$ cat src/eforth_pkg.sv
/* sizes, opcodes and code word layout for the eforth core
   a code cell is an 8-bit opcode over a 24-bit arg, only the low ASZ bits of arg are a target
   a cell after a DOLIT is read as a 32-bit literal whatever its top byte holds */
package eforth_pkg;

    localparam int DSZ      = 32;   // cell width
    localparam int ASZ      = 10;   // 1K cells, code and data share them
    localparam int SS_DEPTH = 16;   // entries per stack
    localparam int SPW      = 5;    // depth count, 0..16

    typedef logic [DSZ-1:0] cell_t;
    typedef logic [ASZ-1:0] addr_t;

    // flow ops first, same order as the full eforth set
    typedef enum logic [7:0] {
        op_nop    = 8'd0,
        op_dolit  = 8'd1,   // next cell is a literal
        op_bran   = 8'd2,
        op_zbran  = 8'd3,   // 0BRAN
        op_donext = 8'd4,
        op_tor    = 8'd5,
        op_rfrom  = 8'd6,
        op_rat    = 8'd7,
        // stack ops
        op_dup    = 8'd8,
        op_drop   = 8'd9,
        op_over   = 8'd10,
        op_swap   = 8'd11,
        // alu
        op_add    = 8'd12,
        op_sub    = 8'd13,
        op_and    = 8'd14,
        op_or     = 8'd15,
        op_xor    = 8'd16,
        op_neg    = 8'd17,
        // compare, true is all ones
        op_zeq    = 8'd18,
        op_zlt    = 8'd19,
        op_eq     = 8'd20,
        op_lt     = 8'd21,
        // memory
        op_at     = 8'd22,  // two cycles
        op_stor   = 8'd23,
        op_bye    = 8'd24   // keep last, checked as upper bound
    } opcode_e;

    // one cell, two readings
    typedef union packed {
        struct packed {
            opcode_e     op;
            logic [23:0] arg;   // branch target in low ASZ bits
        } ins;
        cell_t lit;             // literal cell after DOLIT
    } code_word_u;

endpackage

$ cat src/eforth_if.sv
`timescale 1ns/1ps
/* control and view of one LIFO, shared by data and return stack
   commands act at the next edge, combinations outside the list below are not used */
interface stack_if;
    import eforth_pkg::*;

    // push pop load
    //  1    0    0   push din
    //  0    1    0   drop top
    //  1    1    0   replace top with din
    //  0    0    1   write top with din
    //  0    1    1   drop top, din into new top (binary ops)
    //  1    0    1   din into top, old top under it (swap)
    //  1    1    1   drop two
    logic           push;
    logic           pop;
    logic           load;
    cell_t          din;
    cell_t          top;    // valid when depth > 0
    cell_t          nxt;    // valid when depth > 1
    logic [SPW-1:0] depth;

    modport ctl (
        output push, pop, load, din,
        input  top, nxt, depth
    );

    modport mem (
        input  push, pop, load, din,
        output top, nxt, depth
    );

endinterface

$ cat src/eforth_exec.sv
`timescale 1ns/1ps
/* execute stage, one opcode per cycle except AT which takes two
   both stacks must hold enough cells for each op, underflow is not trapped here */
module eforth_exec (
    input  logic                   clk,
    input  logic                   rst_n,
    input  logic                   en,
    input  logic                   f_valid,
    input  eforth_pkg::code_word_u f_word,
    input  logic                   f_lit,
    output logic                   hold,      // AT waiting on memory
    output logic                   redirect,
    output eforth_pkg::addr_t      target,
    stack_if.ctl                   ds,
    stack_if.ctl                   rs,
    output eforth_pkg::addr_t      d_addr,
    output logic                   d_we,
    output eforth_pkg::cell_t      d_wdata,
    input  eforth_pkg::cell_t      d_rdata,
    output logic                   clr,       // empties both stacks
    output logic                   bsy
);
    import eforth_pkg::*;

    opcode_e op;
    cell_t   t;         // data top
    cell_t   n;         // data next
    cell_t   r;         // return top
    logic    ex;        // a word is here and the run is live
    logic    bye;
    logic    done;      // BYE seen, wait for en to drop
    logic    at_ph;     // second cycle of AT

    assign op      = f_word.ins.op;
    assign t       = ds.top;
    assign n       = ds.nxt;
    assign r       = rs.top;
    assign ex      = bsy && f_valid;
    assign target  = f_word.ins.arg[ASZ-1:0];
    assign d_addr  = t[ASZ-1:0];    // AT and STOR both address by top
    assign d_wdata = n;
    assign clr     = !en;

    always_comb begin
        ds.push  = 1'b0;
        ds.pop   = 1'b0;
        ds.load  = 1'b0;
        ds.din   = '0;
        rs.push  = 1'b0;
        rs.pop   = 1'b0;
        rs.load  = 1'b0;
        rs.din   = '0;
        redirect = 1'b0;
        hold     = 1'b0;
        d_we     = 1'b0;
        bye      = 1'b0;
        if (ex && f_lit) begin
            ds.push = 1'b1;                 // literal cell
            ds.din  = f_word.lit;
        end else if (ex) begin
            case (op)
                op_nop, op_dolit: ;         // DOLIT work done by fetch tag
                op_bran:  redirect = 1'b1;
                op_zbran: begin
                    ds.pop   = 1'b1;
                    redirect = (t == '0);
                end
                op_donext: begin
                    if (r != '0) begin
                        rs.load  = 1'b1;    // count down, loop again
                        rs.din   = r - 1'b1;
                        redirect = 1'b1;
                    end else begin
                        rs.pop = 1'b1;      // loop finished
                    end
                end
                op_tor: begin
                    ds.pop  = 1'b1;
                    rs.push = 1'b1;
                    rs.din  = t;
                end
                op_rfrom: begin
                    rs.pop  = 1'b1;
                    ds.push = 1'b1;
                    ds.din  = r;
                end
                op_rat: begin
                    ds.push = 1'b1;
                    ds.din  = r;
                end
                op_dup: begin
                    ds.push = 1'b1;
                    ds.din  = t;
                end
                op_drop: ds.pop = 1'b1;
                op_over: begin
                    ds.push = 1'b1;
                    ds.din  = n;
                end
                op_swap: begin
                    ds.push = 1'b1;         // push+load swaps
                    ds.load = 1'b1;
                    ds.din  = n;
                end
                op_add, op_sub, op_and, op_or, op_xor, op_eq, op_lt: begin
                    ds.pop  = 1'b1;         // two in, one out
                    ds.load = 1'b1;
                    case (op)
                        op_add:  ds.din = n + t;    // wraps
                        op_sub:  ds.din = n - t;
                        op_and:  ds.din = n & t;
                        op_or:   ds.din = n | t;
                        op_xor:  ds.din = n ^ t;
                        op_eq:   ds.din = {DSZ{n == t}};
                        default: ds.din = {DSZ{$signed(n) < $signed(t)}};
                    endcase
                end
                op_neg: begin
                    ds.load = 1'b1;
                    ds.din  = -t;
                end
                op_zeq: begin
                    ds.load = 1'b1;
                    ds.din  = {DSZ{t == '0}};
                end
                op_zlt: begin
                    ds.load = 1'b1;
                    ds.din  = {DSZ{t[DSZ-1]}};  // sign bit
                end
                op_at: begin
                    if (!at_ph) begin
                        hold = 1'b1;        // RAM read under way
                    end else begin
                        ds.load = 1'b1;
                        ds.din  = d_rdata;
                    end
                end
                op_stor: begin
                    d_we    = 1'b1;
                    ds.push = 1'b1;         // all three drops two
                    ds.pop  = 1'b1;
                    ds.load = 1'b1;
                end
                op_bye:  bye = 1'b1;
                default: ;
            endcase
        end
    end

    // run control
    always_ff @(posedge clk) begin
        if (!rst_n || !en) begin
            bsy   <= 1'b0;
            done  <= 1'b0;
            at_ph <= 1'b0;
        end else begin
            at_ph <= hold;                  // high for AT second cycle only
            if (bye) begin
                bsy  <= 1'b0;
                done <= 1'b1;
            end else if (!done) begin
                bsy  <= 1'b1;               // one edge after en
            end
        end
    end

    // fetch must only hand over encoded opcodes while running
    a_known_op: assert property (@(posedge clk) disable iff (!rst_n)
        (ex && !f_lit) |-> (f_word.ins.op <= op_bye));

endmodule

$ cat src/flat_wrapper.sv
// flat-port wrapper written by rule: the top's interface ports become plain ports
module eforth_exec_flat import eforth_pkg::*;
  (clk, rst_n, en, f_valid, f_word, f_lit, hold, redirect, target, d_addr, d_we, d_wdata, d_rdata, clr, bsy, ds_push, ds_pop, ds_load, ds_din, ds_top, ds_nxt, ds_depth, rs_push, rs_pop, rs_load, rs_din, rs_top, rs_nxt, rs_depth);
  stack_if ds_i ();
  stack_if rs_i ();
  input  logic clk;
  input  logic rst_n;
  input  logic en;
  input  logic f_valid;
  input  eforth_pkg::code_word_u f_word;
  input  logic f_lit;
  output logic hold;
  output logic redirect;
  output eforth_pkg::addr_t target;
  output eforth_pkg::addr_t d_addr;
  output logic d_we;
  output eforth_pkg::cell_t d_wdata;
  input  eforth_pkg::cell_t d_rdata;
  output logic clr;
  output logic bsy;
  output wire logic [$bits(ds_i.push)-1:0] ds_push;
  output wire logic [$bits(ds_i.pop)-1:0] ds_pop;
  output wire logic [$bits(ds_i.load)-1:0] ds_load;
  output wire logic [$bits(ds_i.din)-1:0] ds_din;
  input wire logic [$bits(ds_i.top)-1:0] ds_top;
  input wire logic [$bits(ds_i.nxt)-1:0] ds_nxt;
  input wire logic [$bits(ds_i.depth)-1:0] ds_depth;
  output wire logic [$bits(rs_i.push)-1:0] rs_push;
  output wire logic [$bits(rs_i.pop)-1:0] rs_pop;
  output wire logic [$bits(rs_i.load)-1:0] rs_load;
  output wire logic [$bits(rs_i.din)-1:0] rs_din;
  input wire logic [$bits(rs_i.top)-1:0] rs_top;
  input wire logic [$bits(rs_i.nxt)-1:0] rs_nxt;
  input wire logic [$bits(rs_i.depth)-1:0] rs_depth;
  assign ds_push = ds_i.push;
  assign ds_pop = ds_i.pop;
  assign ds_load = ds_i.load;
  assign ds_din = ds_i.din;
  assign ds_i.top = ds_top;
  assign ds_i.nxt = ds_nxt;
  assign ds_i.depth = ds_depth;
  assign rs_push = rs_i.push;
  assign rs_pop = rs_i.pop;
  assign rs_load = rs_i.load;
  assign rs_din = rs_i.din;
  assign rs_i.top = rs_top;
  assign rs_i.nxt = rs_nxt;
  assign rs_i.depth = rs_depth;
  eforth_exec u_core (.clk(clk), .rst_n(rst_n), .en(en), .f_valid(f_valid), .f_word(f_word), .f_lit(f_lit), .hold(hold), .redirect(redirect), .target(target), .ds(ds_i), .rs(rs_i), .d_addr(d_addr), .d_we(d_we), .d_wdata(d_wdata), .d_rdata(d_rdata), .clr(clr), .bsy(bsy));
endmodule
$ cat config.mk
export PLATFORM = sky130hd
export DESIGN_NAME = eforth_exec_flat
export DESIGN_NICKNAME = d
export VERILOG_FILES = /design/src/eforth_pkg.sv /design/src/eforth_if.sv /design/src/eforth_exec.sv /design/src/flat_wrapper.sv
export SDC_FILE = /design/constraint.sdc
export NUM_CORES = 1
export LEC_CHECK = 0
export ABC_AREA = 1
export BUFFER_PORTS_ARGS = -buffer_cell sky130_fd_sc_hd__clkbuf_2
export CAP_MARGIN = 20
export CELL_PAD_IN_SITES_DETAIL_PLACEMENT = 2
export CELL_PAD_IN_SITES_GLOBAL_PLACEMENT = 2
export CORE_AREA = 2 2 209 211
export DETAILED_ROUTE_END_ITERATION = 16
export DIE_AREA = 0 0 211 213
export PLACE_DENSITY_LB_ADDON = 0.1
export SLEW_MARGIN = 10
export SYNTH_ARGS = -nofsm -noshare
export SYNTH_HDL_FRONTEND = slang
export SYNTH_SLANG_ARGS = --single-unit
$ cat constraint.sdc
create_clock -name clk -period 9.99 [get_ports clk]
set_input_delay 2.4975 -clock clk [delete_from_list [all_inputs] [get_ports clk]]
set_output_delay 2.4975 -clock clk [all_outputs]
set_load 0.01 [all_outputs]
==> summary.md <==
| Metric | Value |
|---|---|
| Post-synth EDFFs | 0 |
| Design Area, Final | 13000 µm² |
| Vias in the first global route | 16997 |
| Routed wire length | 71400 µm |
| Number of distinct library cells after synthesis | 54 |
| Top cell type's share of synthesized area | 0.266 |
| Final hold violation count | 0 |
| Sink Count | 3 |
| Pwr Density | 43.1 nW/µm² |
| DIE HEIGHT | 213 µm |
| Die area | 44900 µm² |
| Post-Syn Area | 11400 µm² |
| CP Class | input pin to primary output |
| DR pass1 iterations | 5 |
| Sequential fraction of the synthesis area | 0.00526 |
| Initial Util | 0.268 |
| Largest cells by area after synthesis | nand2_1 27%, inv_1 12%, ha_1 12% |
| Critical path startpoint | ds_top[31] |
| Final Max Slew Viols | 0 |
| Seq cells post-synth | 3 |
| Period utilization | 0.836 |
| Dominant cell type by area after synthesis | nand2_1 |
| Routed Antenna Nets | 0 |
| Met3 wire length | 2770 µm |
| Startpoint Class | input pin |
| Cell mode on critical path | nand2_1 |
| Syn Nets | 2638 |
| Req. time, crit path | 7.49 ns |
| Hold buffers post-CTS | 0 |
| Layout cell share with drive strength beyond 1 | 0.148 |
| Slowest cell delay on critical path | 0.59 ns |
| Area of the core | 42700 µm² |
| Post-DP HPWL | 62200 µm |
| Top_reg_cell synth | dfxtp_1 |
| Drt first-iter violations | 932 |
| Pin count of the biggest net entering global routing | 33 |
| Antenna cells | 0 |
| Buffers and inverters on the worst path | 4 |
| Area delta synth->final | 13.5% |
| Crit path setup slack, layout | 1.64 ns |
| Post-Place Worst Slack | 1.70 ns |
| Worst slew margin | 0.342 |
| Vias | 16005 |
| Root Driver | clkbuf_16 |
| Clock latency on the worst-skew pair | 0.23 ns |
| Final Net Count | 2825 |
| Post-CTS Resized | 0 |
| Worst slew pin tran | 0.979 ns |
| # setup viols final | 0 |
| Rows | 76 |
| GRT overflow | 0 |
| CTS HTree Levels | 1 |
| CP Capture Type | primary output |
| Die X | 211 µm |
| Leading cell types by count after synthesis | 811 x nand2_1, 374 x inv_1, 240 x nor2_1 |
| Met2 wire length | 33400 µm |
| Fin Setup TNS | 0 ns |
| Maxcap violations | 0 |
| Final non-filler cell total | 3054 |
| TritonCTS Buffers | 3 |
| Worst EP arrival | 5.85 ns |
| P_leak | 7.27 nW |
| Cell Chain, Critical Path | clkbuf_2 -> inv_1 -> ha_1 -> nor2_1 -> nand2_1 -> nor2_1 -> nand2_1 -> clkinv_1 -> nand3_1 -> nand2_2 -> nor2_1 -> nand3_1 -> nand2_1 -> nand2_1 -> nand2_1 -> nand2_1 -> clkbuf_2 |
| Setup Skew | 0.00112 ns |
| Vias/cell | 5.24 |
| Top delay family on crit path | simple AND/OR/NAND/NOR gates |
| FFs w/ async S/R, synth | 0 |
| Antenna violations before repair | 0 |
| Most frequent cell after synthesis | nand2_1 |
| Max Fanout on Critical Path | 26 |
| Dpl cell area | 12900 µm² |
| Longest Clk Path Bufs | 2 |
| Tmin final | 8.35 ns |
| CTS tree | built |
| Final core utilization | 0.304 |
| FMAX | 0.120 GHz |
| Status | completed |
| Critical R2R Launch | u_core.bsy |
| Mean Syn Cell Area | 4.92 µm² |
| YS warnings | 0 |
| # placed instances | 3050 |
| Slowest CP cell | nand2_2 |
| Min-Delay Startpoint | u_core.done |
| Wl on met1 | 33800 µm |
| Min-Delay Path Class | register to register |
| First-pass GRT wire length | 106000 µm |
| DRC Markers | 0 |
| # IOs | 334 |
| Uppermost routed layer | met4 |
| PortBufs | 291 |
| WL/cell | 23.4 µm |
| Cells after Synth | 2322 |
| Total GRT Usage | 0.314 |
| RSZ-0062 raised after global routing | false |
| Routability cong. | 0.947 |
| Postcts setup bufs | 0 |
| Clock slew at reported path FFs | 0.03 ns |
| Peak VDD IR | 0.0472 mV |
final timing paths:
| path | to | slack [ns] | cells past startpoint |
|---|---|---|---|
| setup reg to reg | u_core.at_ph | 8.48 | 4 |
| hold reg to reg | u_core.done | 0.49 | 2 |
| hold / removal | u_core.done | 0.49 | 2 |
| setup / recovery | ds_din[25] | 1.64 | 17 |
through the flow:
step | power, W | hold slack (ns)
after floorplan | 0.000294 | 0.436
after global placement | 0.000474 | 0.446
after detailed placement | 0.000490 | 0.469
after CTS | 0.000556 | 0.486
after global routing | 0.000611 | 0.502
final | 0.000560 | 0.492
metal layers:
layer | GRT usage | vias up
met5 | 0 | -
met4 | 0.0593 | 0
met3 | 0.0178 | 60
met2 | 0.543 | 381
met1 | 0.431 | 7905
li1 | - | 7659
worst register-to-register path, stage by stage, from the launching register on:
cell,delay [ns]
dfxtp_1,0.42
nand2_1,0.17
nor2_1,0.22
clkinv_1,0.30
nor4_1,0.31
sequential cells by signal, indices dropped and copies added, names as in the netlist:
signal	cells
u_core.at_ph	1
u_core.bsy	1
u_core.done	1
layout make-up:
cell class,count,area [µm²]
well taps,546,683
fillers,5856,29700
flip-flops and latches,3,60.1
inverters,396,1490
repair buffers,305,1560
multi-input cells,1800,9100
clock buffers,4,78.8
cells in the final DEF, fill, tap and decap left out, types with 6 or more instances in the layout:
cell type | netlist | final
o2111ai_1 | 12 | 12
a211oi_1 | 6 | 6
nand4_1 | 34 | 34
o22ai_1 | 30 | 30
nand2_1 | 811 | 811
nor2_2 | 10 | 11
inv_2 | 15 | 15
nor2_4 | 10 | 10
inv_1 | 374 | 374
o21bai_1 | 7 | 7
nand2_2 | 10 | 10
o221ai_1 | 12 | 12
a21oi_1 | 109 | 109
clkbuf_2 | 1 | 291
nand3b_1 | 7 | 7
nor4_1 | 10 | 10
nor3_1 | 48 | 48
o211ai_1 | 7 | 7
o21ai_0 | 74 | 74
clkinv_1 | 6 | 6
buf_4 | 59 | 14
a31oi_1 | 6 | 6
xor2_1 | 10 | 10
nor2_1 | 240 | 239
ha_1 | 107 | 107
nand3_1 | 188 | 188
a22oi_1 | 8 | 8
where the power goes:
group	switching (W)	internal, W
logic	0.000350	0.000133
registers	0.000000374	0.0000123
clock network	0.0000114	0.0000527
logic make-up after synthesis:
logic type                 Yosys count  synth area share
DFF                                  3           0.00526
xor gates and xnor gates            14            0.0107
adders and majority gates          109             0.121
buffers and inverters              519             0.199
and+or+nand+nor                   1391             0.516
AOI/OAI and AO/OA                  286             0.148
Note: power is estimated with default switching activity, not from simulation.
