**src/eforth_pkg.sv**
```systemverilog
/* sizes, opcodes and code word layout for the eforth core
   a code cell is an 8-bit opcode over a 24-bit arg, only the low ASZ bits of arg are a target
   a cell after a DOLIT is read as a 32-bit literal whatever its top byte holds */
package eforth_pkg;

    localparam int DSZ      = 32;   // cell width
    localparam int ASZ      = 10;   // 1K cells, code and data share them
    localparam int SS_DEPTH = 16;   // entries per stack
    localparam int SPW      = 5;    // depth count, 0..16

    typedef logic [DSZ-1:0] cell_t;
    typedef logic [ASZ-1:0] addr_t;

    // flow ops first, same order as the full eforth set
    typedef enum logic [7:0] {
        op_nop    = 8'd0,
        op_dolit  = 8'd1,   // next cell is a literal
        op_bran   = 8'd2,
        op_zbran  = 8'd3,   // 0BRAN
        op_donext = 8'd4,
        op_tor    = 8'd5,
        op_rfrom  = 8'd6,
        op_rat    = 8'd7,
        // stack ops
        op_dup    = 8'd8,
        op_drop   = 8'd9,
        op_over   = 8'd10,
        op_swap   = 8'd11,
        // alu
        op_add    = 8'd12,
        op_sub    = 8'd13,
        op_and    = 8'd14,
        op_or     = 8'd15,
        op_xor    = 8'd16,
        op_neg    = 8'd17,
        // compare, true is all ones
        op_zeq    = 8'd18,
        op_zlt    = 8'd19,
        op_eq     = 8'd20,
        op_lt     = 8'd21,
        // memory
        op_at     = 8'd22,  // two cycles
        op_stor   = 8'd23,
        op_bye    = 8'd24   // keep last, checked as upper bound
    } opcode_e;

    // one cell, two readings
    typedef union packed {
        struct packed {
            opcode_e     op;
            logic [23:0] arg;   // branch target in low ASZ bits
        } ins;
        cell_t lit;             // literal cell after DOLIT
    } code_word_u;

endpackage

```
**src/eforth_fetch.sv**
```systemverilog
`timescale 1ns/1ps
/* fetch stage, one read in flight and one word handed to execute
   the cell after a DOLIT is tagged as literal here, execute does not look at it again */
module eforth_fetch (
    input  logic                   clk,
    input  logic                   rst_n,
    input  logic                   en,
    input  eforth_pkg::addr_t      pfa,       // first code cell
    input  logic                   hold,      // freeze ip and word
    input  logic                   redirect,  // taken branch, one cycle
    input  eforth_pkg::addr_t      target,
    output eforth_pkg::addr_t      i_addr,
    input  eforth_pkg::cell_t      i_data,
    output logic                   f_valid,
    output eforth_pkg::code_word_u f_word,
    output logic                   f_lit,
    output eforth_pkg::addr_t      f_pc
);
    import eforth_pkg::*;

    addr_t ip;          // next cell to read
    addr_t rd_pc;       // cell now in the RAM read
    logic  rd_v;        // that read is wanted
    logic  prev_dolit;  // word in execute is a real DOLIT

    // under hold the same cell is read again so the in-flight word survives
    assign i_addr = hold ? rd_pc : ip;

    assign prev_dolit = f_valid && !f_lit && (f_word.ins.op == op_dolit);

    always_ff @(posedge clk) begin
        if (!rst_n || !en) begin
            ip      <= pfa;
            rd_v    <= 1'b0;
            f_valid <= 1'b0;
            f_lit   <= 1'b0;
        end else if (redirect) begin
            ip      <= target;
            rd_v    <= 1'b0;    // squash the read in flight
            f_valid <= 1'b0;
            f_lit   <= 1'b0;
        end else if (!hold) begin
            ip      <= ip + 1'b1;
            rd_v    <= 1'b1;
            f_valid <= rd_v;
            f_lit   <= rd_v && prev_dolit;
        end
    end

    // word and its address, no reset needed behind f_valid
    always_ff @(posedge clk) begin
        if (!hold) begin
            rd_pc      <= i_addr;
            f_word.lit <= i_data;
            f_pc       <= rd_pc;
        end
    end

endmodule

```
**config.mk**
```make
export PLATFORM = sky130hd
export DESIGN_NAME = eforth_fetch
export DESIGN_NICKNAME = d
export VERILOG_FILES = /design/src/eforth_pkg.sv /design/src/eforth_fetch.sv
export SDC_FILE = /design/constraint.sdc
export NUM_CORES = 1
export LEC_CHECK = 0
export BUFFER_PORTS_ARGS = -buffer_cell sky130_fd_sc_hd__buf_4
export CORE_MARGIN = 2
export CORE_UTILIZATION = 48
export CTS_BUF_LIST = sky130_fd_sc_hd__clkbuf_8
export DETAILED_ROUTE_END_ITERATION = 12
export PLACE_DENSITY = 0.81
export SETUP_SLACK_MARGIN = 0.15
export SKIP_LAST_GASP = 1
export SYNTH_ARGS = -nofsm -noshare
export SYNTH_HDL_FRONTEND = slang
export SYNTH_SLANG_ARGS = --single-unit
export TNS_END_PERCENT = 100
```
**constraint.sdc**
```tcl
create_clock -name clk -period 3.1 [get_ports clk]
set_input_delay 0.93 -clock clk [delete_from_list [all_inputs] [get_ports clk]]
set_output_delay 0.93 -clock clk [all_outputs]
set_load 0.05 [all_outputs]
```
==> flow_metrics.tcl, run 1 <==
set metrics [dict create \
    initial_core_util_pct 49.4 \
    r2r_slack_ns 1.37 \
    critPathLaunchType "input pin" \
    place.gp.congestion 0.761 \
    setup_tns_ns 0 \
    ant_nets 0 \
    hold_ws_ns 0.457 \
    cts_buffers 9 \
    critPathSlowestCell "mux2_2" \
    rsz0062_at_grt "no" \
    synth_top_area_share_pct 74.8 \
    worstPathArrival_ns 1.72 \
    reg2regPathDepth 5 \
    cts_root_buffer "clkbuf_8" \
    antenna_found_initial 0 \
    drv_cap 0 \
    drive_gt1_share_pct 50.9 \
    cpMostUsedCell "buf_4" \
    rows 26 \
    clkLatencyLatePin_ns 0.33 \
    cts-htree-levels 3 \
    vias 1733 \
    leakage_nw 1.48 \
    slew_viol_final 0 \
    hold_violations 0 \
    path_class "in2out" \
    drcViolationCount 0 \
    grt_pass1_wl_um 8830 \
    stdcell_count 345 \
    worst_pin_slew_ns 0.581 \
    ir_drop_uv 373 \
    drtPass1Iterations 4 \
    yosys_warnings 0 \
    finalWorstSetupSlack_ns 0.447 \
    dp_slack_ns 0.446 \
    postSynthAreaPerCell_um2 16.2 \
    drt_first_iter_violations 88 \
    slew_headroom_pct 61.2 \
    crit_chain "buf_4 > mux2_2 > buf_4" \
    synth_area_um2 2490 \
    ioPinCount 111 \
    fin_crit_ns 2.65 \
    cts_tree "done" \
    routedWlPerCell_um 16.2 \
    synthTopCellsByCount "edfxtp_1 (62), nand2_1 (15), mux2_2 (8), o21ai_0 (7), a21oi_1 (6)" \
    synth_cell_types 32 \
    diodes 0 \
    synth_flop_cell "edfxtp_1" \
    synth_top_area_cell "edfxtp_1" \
    synth_edf_count 62 \
    postCtsSetupBuffers 0 \
    whs_path_depth 0 \
    fp.dieW_um 76.0 \
    path_max_fanout 17 \
    area_growth_pct 44.8 \
    wl_um 5580 \
    die_area_um2 5780 \
    vias_per_cell 5.02 \
    grt_max_degree 29 \
    cts_buffer_depth 2 \
    finalClockSkew_ns 0.00591 \
    grt_overflow_total 0 \
    final_nets 328 \
    yosysMostFrequentCell "edfxtp_1" \
    dp.cells 329 \
    placed_area_um2 3400 \
    synth_async_sr_flop_share_pct 0 \
    grtUsageTotal_pct 20.2 \
    design_area_um2 3610 \
    synth_area_leaders "edfxtp_1 (75%), mux2_2 (3.6%), dfxtp_1 (2.4%), nand2_1 (2.3%), o21ai_0 (1.4%)" \
    finalCritPeriodShare_pct 85.6 \
    portBuffers 110 \
    p_per_area_nw_per_um2 635 \
    synth-seq-cells 65 \
    synth_nets 212 \
    critical_path_required_ns 2.17 \
    cts_resized 0 \
    fill_cells 334 \
    clock.fmax_mhz 377 \
    finalSetupViolations 0 \
    clock_sinks 65 \
    cts_hold_buf 0 \
    endpoint_kind "output port" \
    netlist_instances 154 \
    grt_pass1_vias 1744 \
    regArea_um2 1920 \
    cp_slowest_stage_delay_ns 0.38 \
    core_area_um2 5040 \
    status "complete, no violations" \
    path_clk_slew_ns 0.07 \
    hold_path_class "reg2reg" \
    ys_seq_area_share_pct 77.2 \
    hpwl_um 4030 \
    die_y_um 76.0 \
    multi_input_area_um2 529 \
]
-- where the power goes --
group	internal (W)	switching (W)	total [W]
Combinational	0.000153	0.000294	0.000447
Sequential	0.00104	0.0000397	0.00108
Clock	0.000445	0.000312	0.000757
-- cell usage in the layout (no fill, tap or decap), types with 2 or more instances in the layout --
cell / instances
a21oi_1: 6
o21ai_0: 7
mux2i_1: 2
clkinv_2: 3
nand2b_1: 2
nand2_1: 15
xnor2_1: 3
bufinv_16: 2
edfxtp_1: 62
inv_1: 3
xor2_1: 2
o221ai_1: 2
buf_4: 110
nor2_1: 5
mux2_2: 8
nand3_1: 3
clkbuf_8: 9
o31ai_1: 3
dfxtp_1: 3
nor3_1: 5
o21a_1: 4
-- worst paths after layout --
| path | start | to |
|---|---|---|
| hold / removal | rd_pc[3]$_DFFE_PN_ | f_pc[3]$_DFFE_PN_ |
| setup / recovery | hold | i_addr[3] |
| setup reg to reg | ip[0]$_DFFE_PP_ | ip[6]$_DFFE_PP_ |
| hold reg to reg | rd_pc[3]$_DFFE_PN_ | f_pc[3]$_DFFE_PN_ |
-- area by class of cell --
type,count,share of cell area [%]
clock buffer,9,3.44
clock inverter,7,2.39
inverter,3,0.312
multi-input combinational,80,14.7
sequential,65,53.3
tap,70,2.43
timing repair buffer,111,23.5
-- metrics by stage --
stage               utilization, %  total power (W)
floorplan                        -          0.00138
global placement              67.3          0.00154
detailed placement            67.3          0.00155
CTS                           71.5          0.00231
global route                  71.5          0.00236
finish                        71.5          0.00229
-- cell families (layout without fill, tap and decap cells) --
group	after synthesis	after routing	share of synthesized area [%]
AND/OR/NAND/NOR	39	39	8.04
buffers and inverters	9	130	1.56
adder cells (fa/ha/maj)	1	1	0.502
flip-flops	65	65	77.2
multiplexers	10	10	4.42
AO/OA/AOI/OAI	25	25	6.53
XOR/XNOR	5	5	1.76
-- metal layers --
layer  up-vias  GRT usage [%]  routed length (µm)
met4         0           8.73                  58
met3         7           5.57                 426
met2        92           33.7                2730
met1       816           25.0                2360
met5         -              0                   0
li1        818              -                   -
-- registers in the layout, indices dropped and copies added (netlist names) --
name / flops
f_pc: 10
f_lit: 1
rd_pc: 10
ip: 10
rd_v: 1
f_word: 32
f_valid: 1
-- worst max-delay path: cells and delay by family --
family	cells	cell delay, ns
buffers and inverters	2	0.41
muxes	1	0.38
Power figures use the tool's default switching activity.
==> run 2: changes to the inputs <==
- RECOVER_POWER: default -> 25
==> flow_metrics.tcl, run 2 (synthesis gave the netlist of run 1 again) <==
set metrics [dict create \
    status "complete, no violations" \
    worstReg2RegStart "ip[0]$_DFFE_PP_" \
    grt_pass1_wl_um 8830 \
    critPathLaunchType "input pin" \
    p_clk_share_pct 33.0 \
    r2r-end "ip[6]$_DFFE_PP_" \
    final_common_cell "buf_4" \
    fin_crit_ns 2.65 \
    routedWlPerCell_um 16.1 \
    hold_path_class "reg2reg" \
    clkLatencyLatePin_ns 0.33 \
    diodes 0 \
    drv_cap 0 \
    drtPass1Iterations 4 \
    path_class "in2out" \
    cts_tree "done" \
    rows 26 \
    path_clk_slew_ns 0.07 \
    finalWorstSetupSlack_ns 0.448 \
    hold_end "f_pc[3]$_DFFE_PN_" \
    endpoint_kind "output port" \
    cts_buffer_depth 2 \
    die_y_um 76.0 \
    p_sw_w 0.000642 \
    reg2regPathDepth 5 \
    cpMostUsedCell "buf_4" \
    worstPathArrival_ns 1.72 \
    postCtsSetupBuffers 0 \
    critPathSlowestCell "mux2_2" \
    finalClockSkew_ns 0.00710 \
    cts-htree-levels 3 \
    clock_sinks 65 \
    drt_first_iter_violations 93 \
    finalCritPeriodShare_pct 85.6 \
    crit_buf_inv 2 \
    ant_nets 0 \
    final_cell_mix "buf_4 (78), edfxtp_1 (62), clkbuf_4 (31)" \
    slew_headroom_pct 61.3 \
    seq_power_share_pct 47.5 \
    setup_tns_ns 0 \
    cts_buffers 9 \
    cp_top_family "buffers and inverters" \
    clock.fmax_mhz 377 \
    stdcell_count 345 \
    cts_hold_buf 0 \
    grtUsageTotal_pct 20.2 \
    dp.cells 329 \
    p_total_w 0.00228 \
    crit_chain "buf_4 > mux2_2 > buf_4" \
    cts_root_buffer "clkbuf_8" \
    grt_max_degree 29 \
    regMostFlops "f_word" \
    hold_violations 0 \
    worst_pin_slew_ns 0.579 \
    portBuffers 110 \
    combPwrFrac_pct 19.5 \
    core_area_um2 5040 \
    fp.dieW_um 76.0 \
    place.gp.congestion 0.761 \
    vias_per_cell 4.98 \
    slew_viol_final 0 \
    dp_slack_ns 0.446 \
    ioPinCount 111 \
    cts_resized 0 \
    finalSetupViolations 0 \
    p_per_area_nw_per_um2 634 \
    cp-startpoint "hold" \
    path_max_fanout 17 \
    whs_path_depth 0 \
    vias 1717 \
    r2r_slack_ns 1.38 \
    hold_ws_ns 0.459 \
    leakage_nw 1.47 \
    p_int_w 0.00164 \
    cp_slowest_stage_delay_ns 0.38 \
    critical_path_required_ns 2.17 \
    antenna_found_initial 0 \
    rsz0062_at_grt "no" \
    ir_drop_uv 371 \
    final_nets 328 \
    hpwl_um 4030 \
    grt_pass1_vias 1744 \
    grt_overflow_total 0 \
    wl_um 5540 \
    drive_gt1_share_pct 50.5 \
    die_area_um2 5780 \
    swShare_pct 28.1 \
    initial_core_util_pct 49.4 \
    drcViolationCount 0 \
    area_growth_pct 44.7 \
    holdCritStartpoint "rd_pc[3]$_DFFE_PN_" \
    largest_register_ffs 32 \
]
run 2: cell count changes in the layout (fill, tap and decap cells not counted):
cell      previous run  this run
buf_4              110        78
clkbuf_1             0         1
clkbuf_4             0        31
run 2: worst max path at each step:
stage,slack (ns),to,cells after the start
finish,0.45,i_addr[3],3
detailed placement,0.45,i_addr[3],3
floorplan,-0.22,i_addr[5],3
CTS,0.44,i_addr[3],3
global route,0.41,i_addr[3],3
global placement,0.45,i_addr[3],3
run 2: routing by layer:
metal / routed length (µm) / GRT usage [%]
met4: 29 / 8.73
met3: 420 / 5.57
met1: 2330 / 25.0
met2: 2760 / 33.7
met5: 0 / 0
run 2: area by class of cell:
cell class	instances	area, µm²
clock inverter	7	86.3
multi-input combinational	80	529
inverter	3	11.3
sequential	65	1920
fill	336	1440
clock buffer	9	124
timing repair buffer	111	842
tap	70	87.6
run 2: power groups by stage:
| stage | Combinational (W) | Clock, W | Sequential, W |
|---|---|---|---|
| 6_report | 0.000444 | 0.000754 | 0.00108 |
| 5_1_grt | 0.000465 | 0.000800 | 0.00109 |
| 4_1_cts | 0.000449 | 0.000775 | 0.00108 |
| 3_5_place_dp | 0.000447 | 0 | 0.00110 |
| 3_3_place_gp | 0.000440 | 0 | 0.00110 |
| 2_1_floorplan | 0.000133 | 0 | 0.00125 |
run 2: metrics by stage:
step | cell area, µm² | utilization [%]
6_report | 3600 | 71.4
5_1_grt | 3600 | 71.4
4_1_cts | 3610 | 71.5
3_5_place_dp | 3400 | 67.3
3_3_place_gp | 3400 | 67.3
2_1_floorplan | 2490 | -
==> run 3: changes to the inputs <==
- CORE_MARGIN: 2 -> default
- clock period: 3.1 -> 2.67 ns (I/O delays scaled with it)
==> flow_metrics.tcl, run 3 (synthesis gave the netlist of run 1 again) <==
set metrics [dict create \
    clkLatencyLatePin_ns 0.33 \
    cts_buffers 9 \
    path_clk_slew_ns 0.07 \
    dp.cells 327 \
    grt_pass1_vias 1590 \
    dp_slack_ns 0.263 \
    slew_viol_final 0 \
    vias_per_cell 4.99 \
    combPwrFrac_pct 20.5 \
    stdcell_count 343 \
    grt_max_degree 38 \
    p_int_w 0.00177 \
    finalWorstSetupSlack_ns 0.263 \
    grtUsageTotal_pct 20.6 \
    drv_cap 0 \
    cts_root_buffer "clkbuf_8" \
    initial_core_util_pct 51.4 \
    cts_tree "done" \
    antenna_found_initial 0 \
    core_area_um2 4850 \
    ant_nets 0 \
    drtPass1Iterations 4 \
    p_per_area_nw_per_um2 703 \
    status "complete, no violations" \
    r2r_slack_ns 1.03 \
    p_total_w 0.00252 \
    cts_hold_buf 0 \
    p_sw_w 0.000747 \
    wl_um 5430 \
    cpMostUsedCell "buf_4" \
    rows 25 \
    drt_first_iter_violations 142 \
    path_max_fanout 17 \
    leakage_nw 1.45 \
    final_cell_mix "buf_4 (79), edfxtp_1 (62), clkbuf_4 (32)" \
    crit_chain "buf_4 > mux2_2 > buf_4" \
    portBuffers 110 \
    worstPathArrival_ns 1.61 \
    path_class "in2out" \
    ir_drop_uv 342 \
    routedWlPerCell_um 15.8 \
    die_y_um 74.0 \
    finalSetupViolations 0 \
    drive_gt1_share_pct 50.7 \
    critPathLaunchType "input pin" \
    finalCritPeriodShare_pct 90.1 \
    clock.fmax_mhz 416 \
    cts_resized 0 \
    regMostFlops "f_word" \
    ioPinCount 111 \
    postCtsSetupBuffers 0 \
    area_growth_pct 43.9 \
    endpoint_kind "output port" \
    fp.dieW_um 74.0 \
    rsz0062_at_grt "no" \
    cp_slowest_stage_delay_ns 0.38 \
    cts-htree-levels 3 \
    fin_crit_ns 2.41 \
    critical_path_required_ns 1.87 \
    slew_headroom_pct 54.9 \
    hold_path_class "reg2reg" \
    grt_pass1_wl_um 7970 \
    p_clk_share_pct 29.6 \
    clock_sinks 65 \
    worst_pin_slew_ns 0.675 \
    die_area_um2 5480 \
    final_nets 329 \
    hold_violations 0 \
    swShare_pct 29.7 \
    drcViolationCount 0 \
    diodes 0 \
    hpwl_um 4060 \
    cts_buffer_depth 2 \
    largest_register_ffs 32 \
    vias 1710 \
    finalClockSkew_ns 0.00505 \
    grt_overflow_total 0 \
    critPathSlowestCell "mux2_2" \
    final_common_cell "buf_4" \
    place.gp.congestion 0.878 \
    seq_power_share_pct 49.9 \
]
[run 3: changes by cell type in the layout (fill, tap and decap cells not counted), sizes merged]
cell and change:
buf +1, bufinv -2, clkbuf +2, clkinv -2, clkinvlp +2
[run 3: path summary, 6_finish.rpt]
path / start / depth (start not counted) / endpoint
setup / recovery: hold / 3 / i_addr[1]
hold / removal: rd_pc[6]$_DFFE_PN_ / 0 / f_pc[6]$_DFFE_PN_
setup reg to reg: ip[0]$_DFFE_PP_ / 5 / ip[6]$_DFFE_PP_
hold reg to reg: rd_pc[6]$_DFFE_PN_ / 0 / f_pc[6]$_DFFE_PN_
[run 3: power groups by stage]
| stage | clock network (W) | registers (W) | logic, W |
|---|---|---|---|
| finish | 0.000744 | 0.00126 | 0.000517 |
| global route | 0.000799 | 0.00127 | 0.000542 |
| CTS | 0.000758 | 0.00126 | 0.000523 |
| detailed placement | 0 | 0.00128 | 0.000521 |
| global placement | 0 | 0.00128 | 0.000514 |
| floorplan | 0 | 0.00145 | 0.000155 |
[run 3: stage by stage]
stage	setup TNS (ns)	hold slack, ns	area, µm²	util [%]
finish	0	0.449	3580	73.9
global route	0	0.467	3580	73.9
CTS	0	0.448	3580	73.9
detailed placement	0	0.431	3400	70.1
global placement	0	0.433	3400	70.1
floorplan	-0.00181	0.420	2490	-
[run 3: per-layer routing]
metal	vias up	global-route usage (%)	routed length (µm)
met4	0	9.62	81
li1	823	-	-
met2	103	33.7	2630
met5	-	0	0
met1	774	25.3	2140
met3	10	5.96	581
[run 3: area by class of cell]
cell class                      count  area [µm²]
Timing Repair Buffer              112         853
Multi-Input combinational cell     80         529
Clock buffer                       11         151
Inverter                            3        11.3
Fill cell                         342        1270
Tap cell                           67        83.8
Clock inverter                      5        31.3
Sequential cell                    65        1920
[run 3: critical path, delay by kind of cell]
family	cells	cell delay (ns)
muxes	1	0.38
buffers and inverters	2	0.42
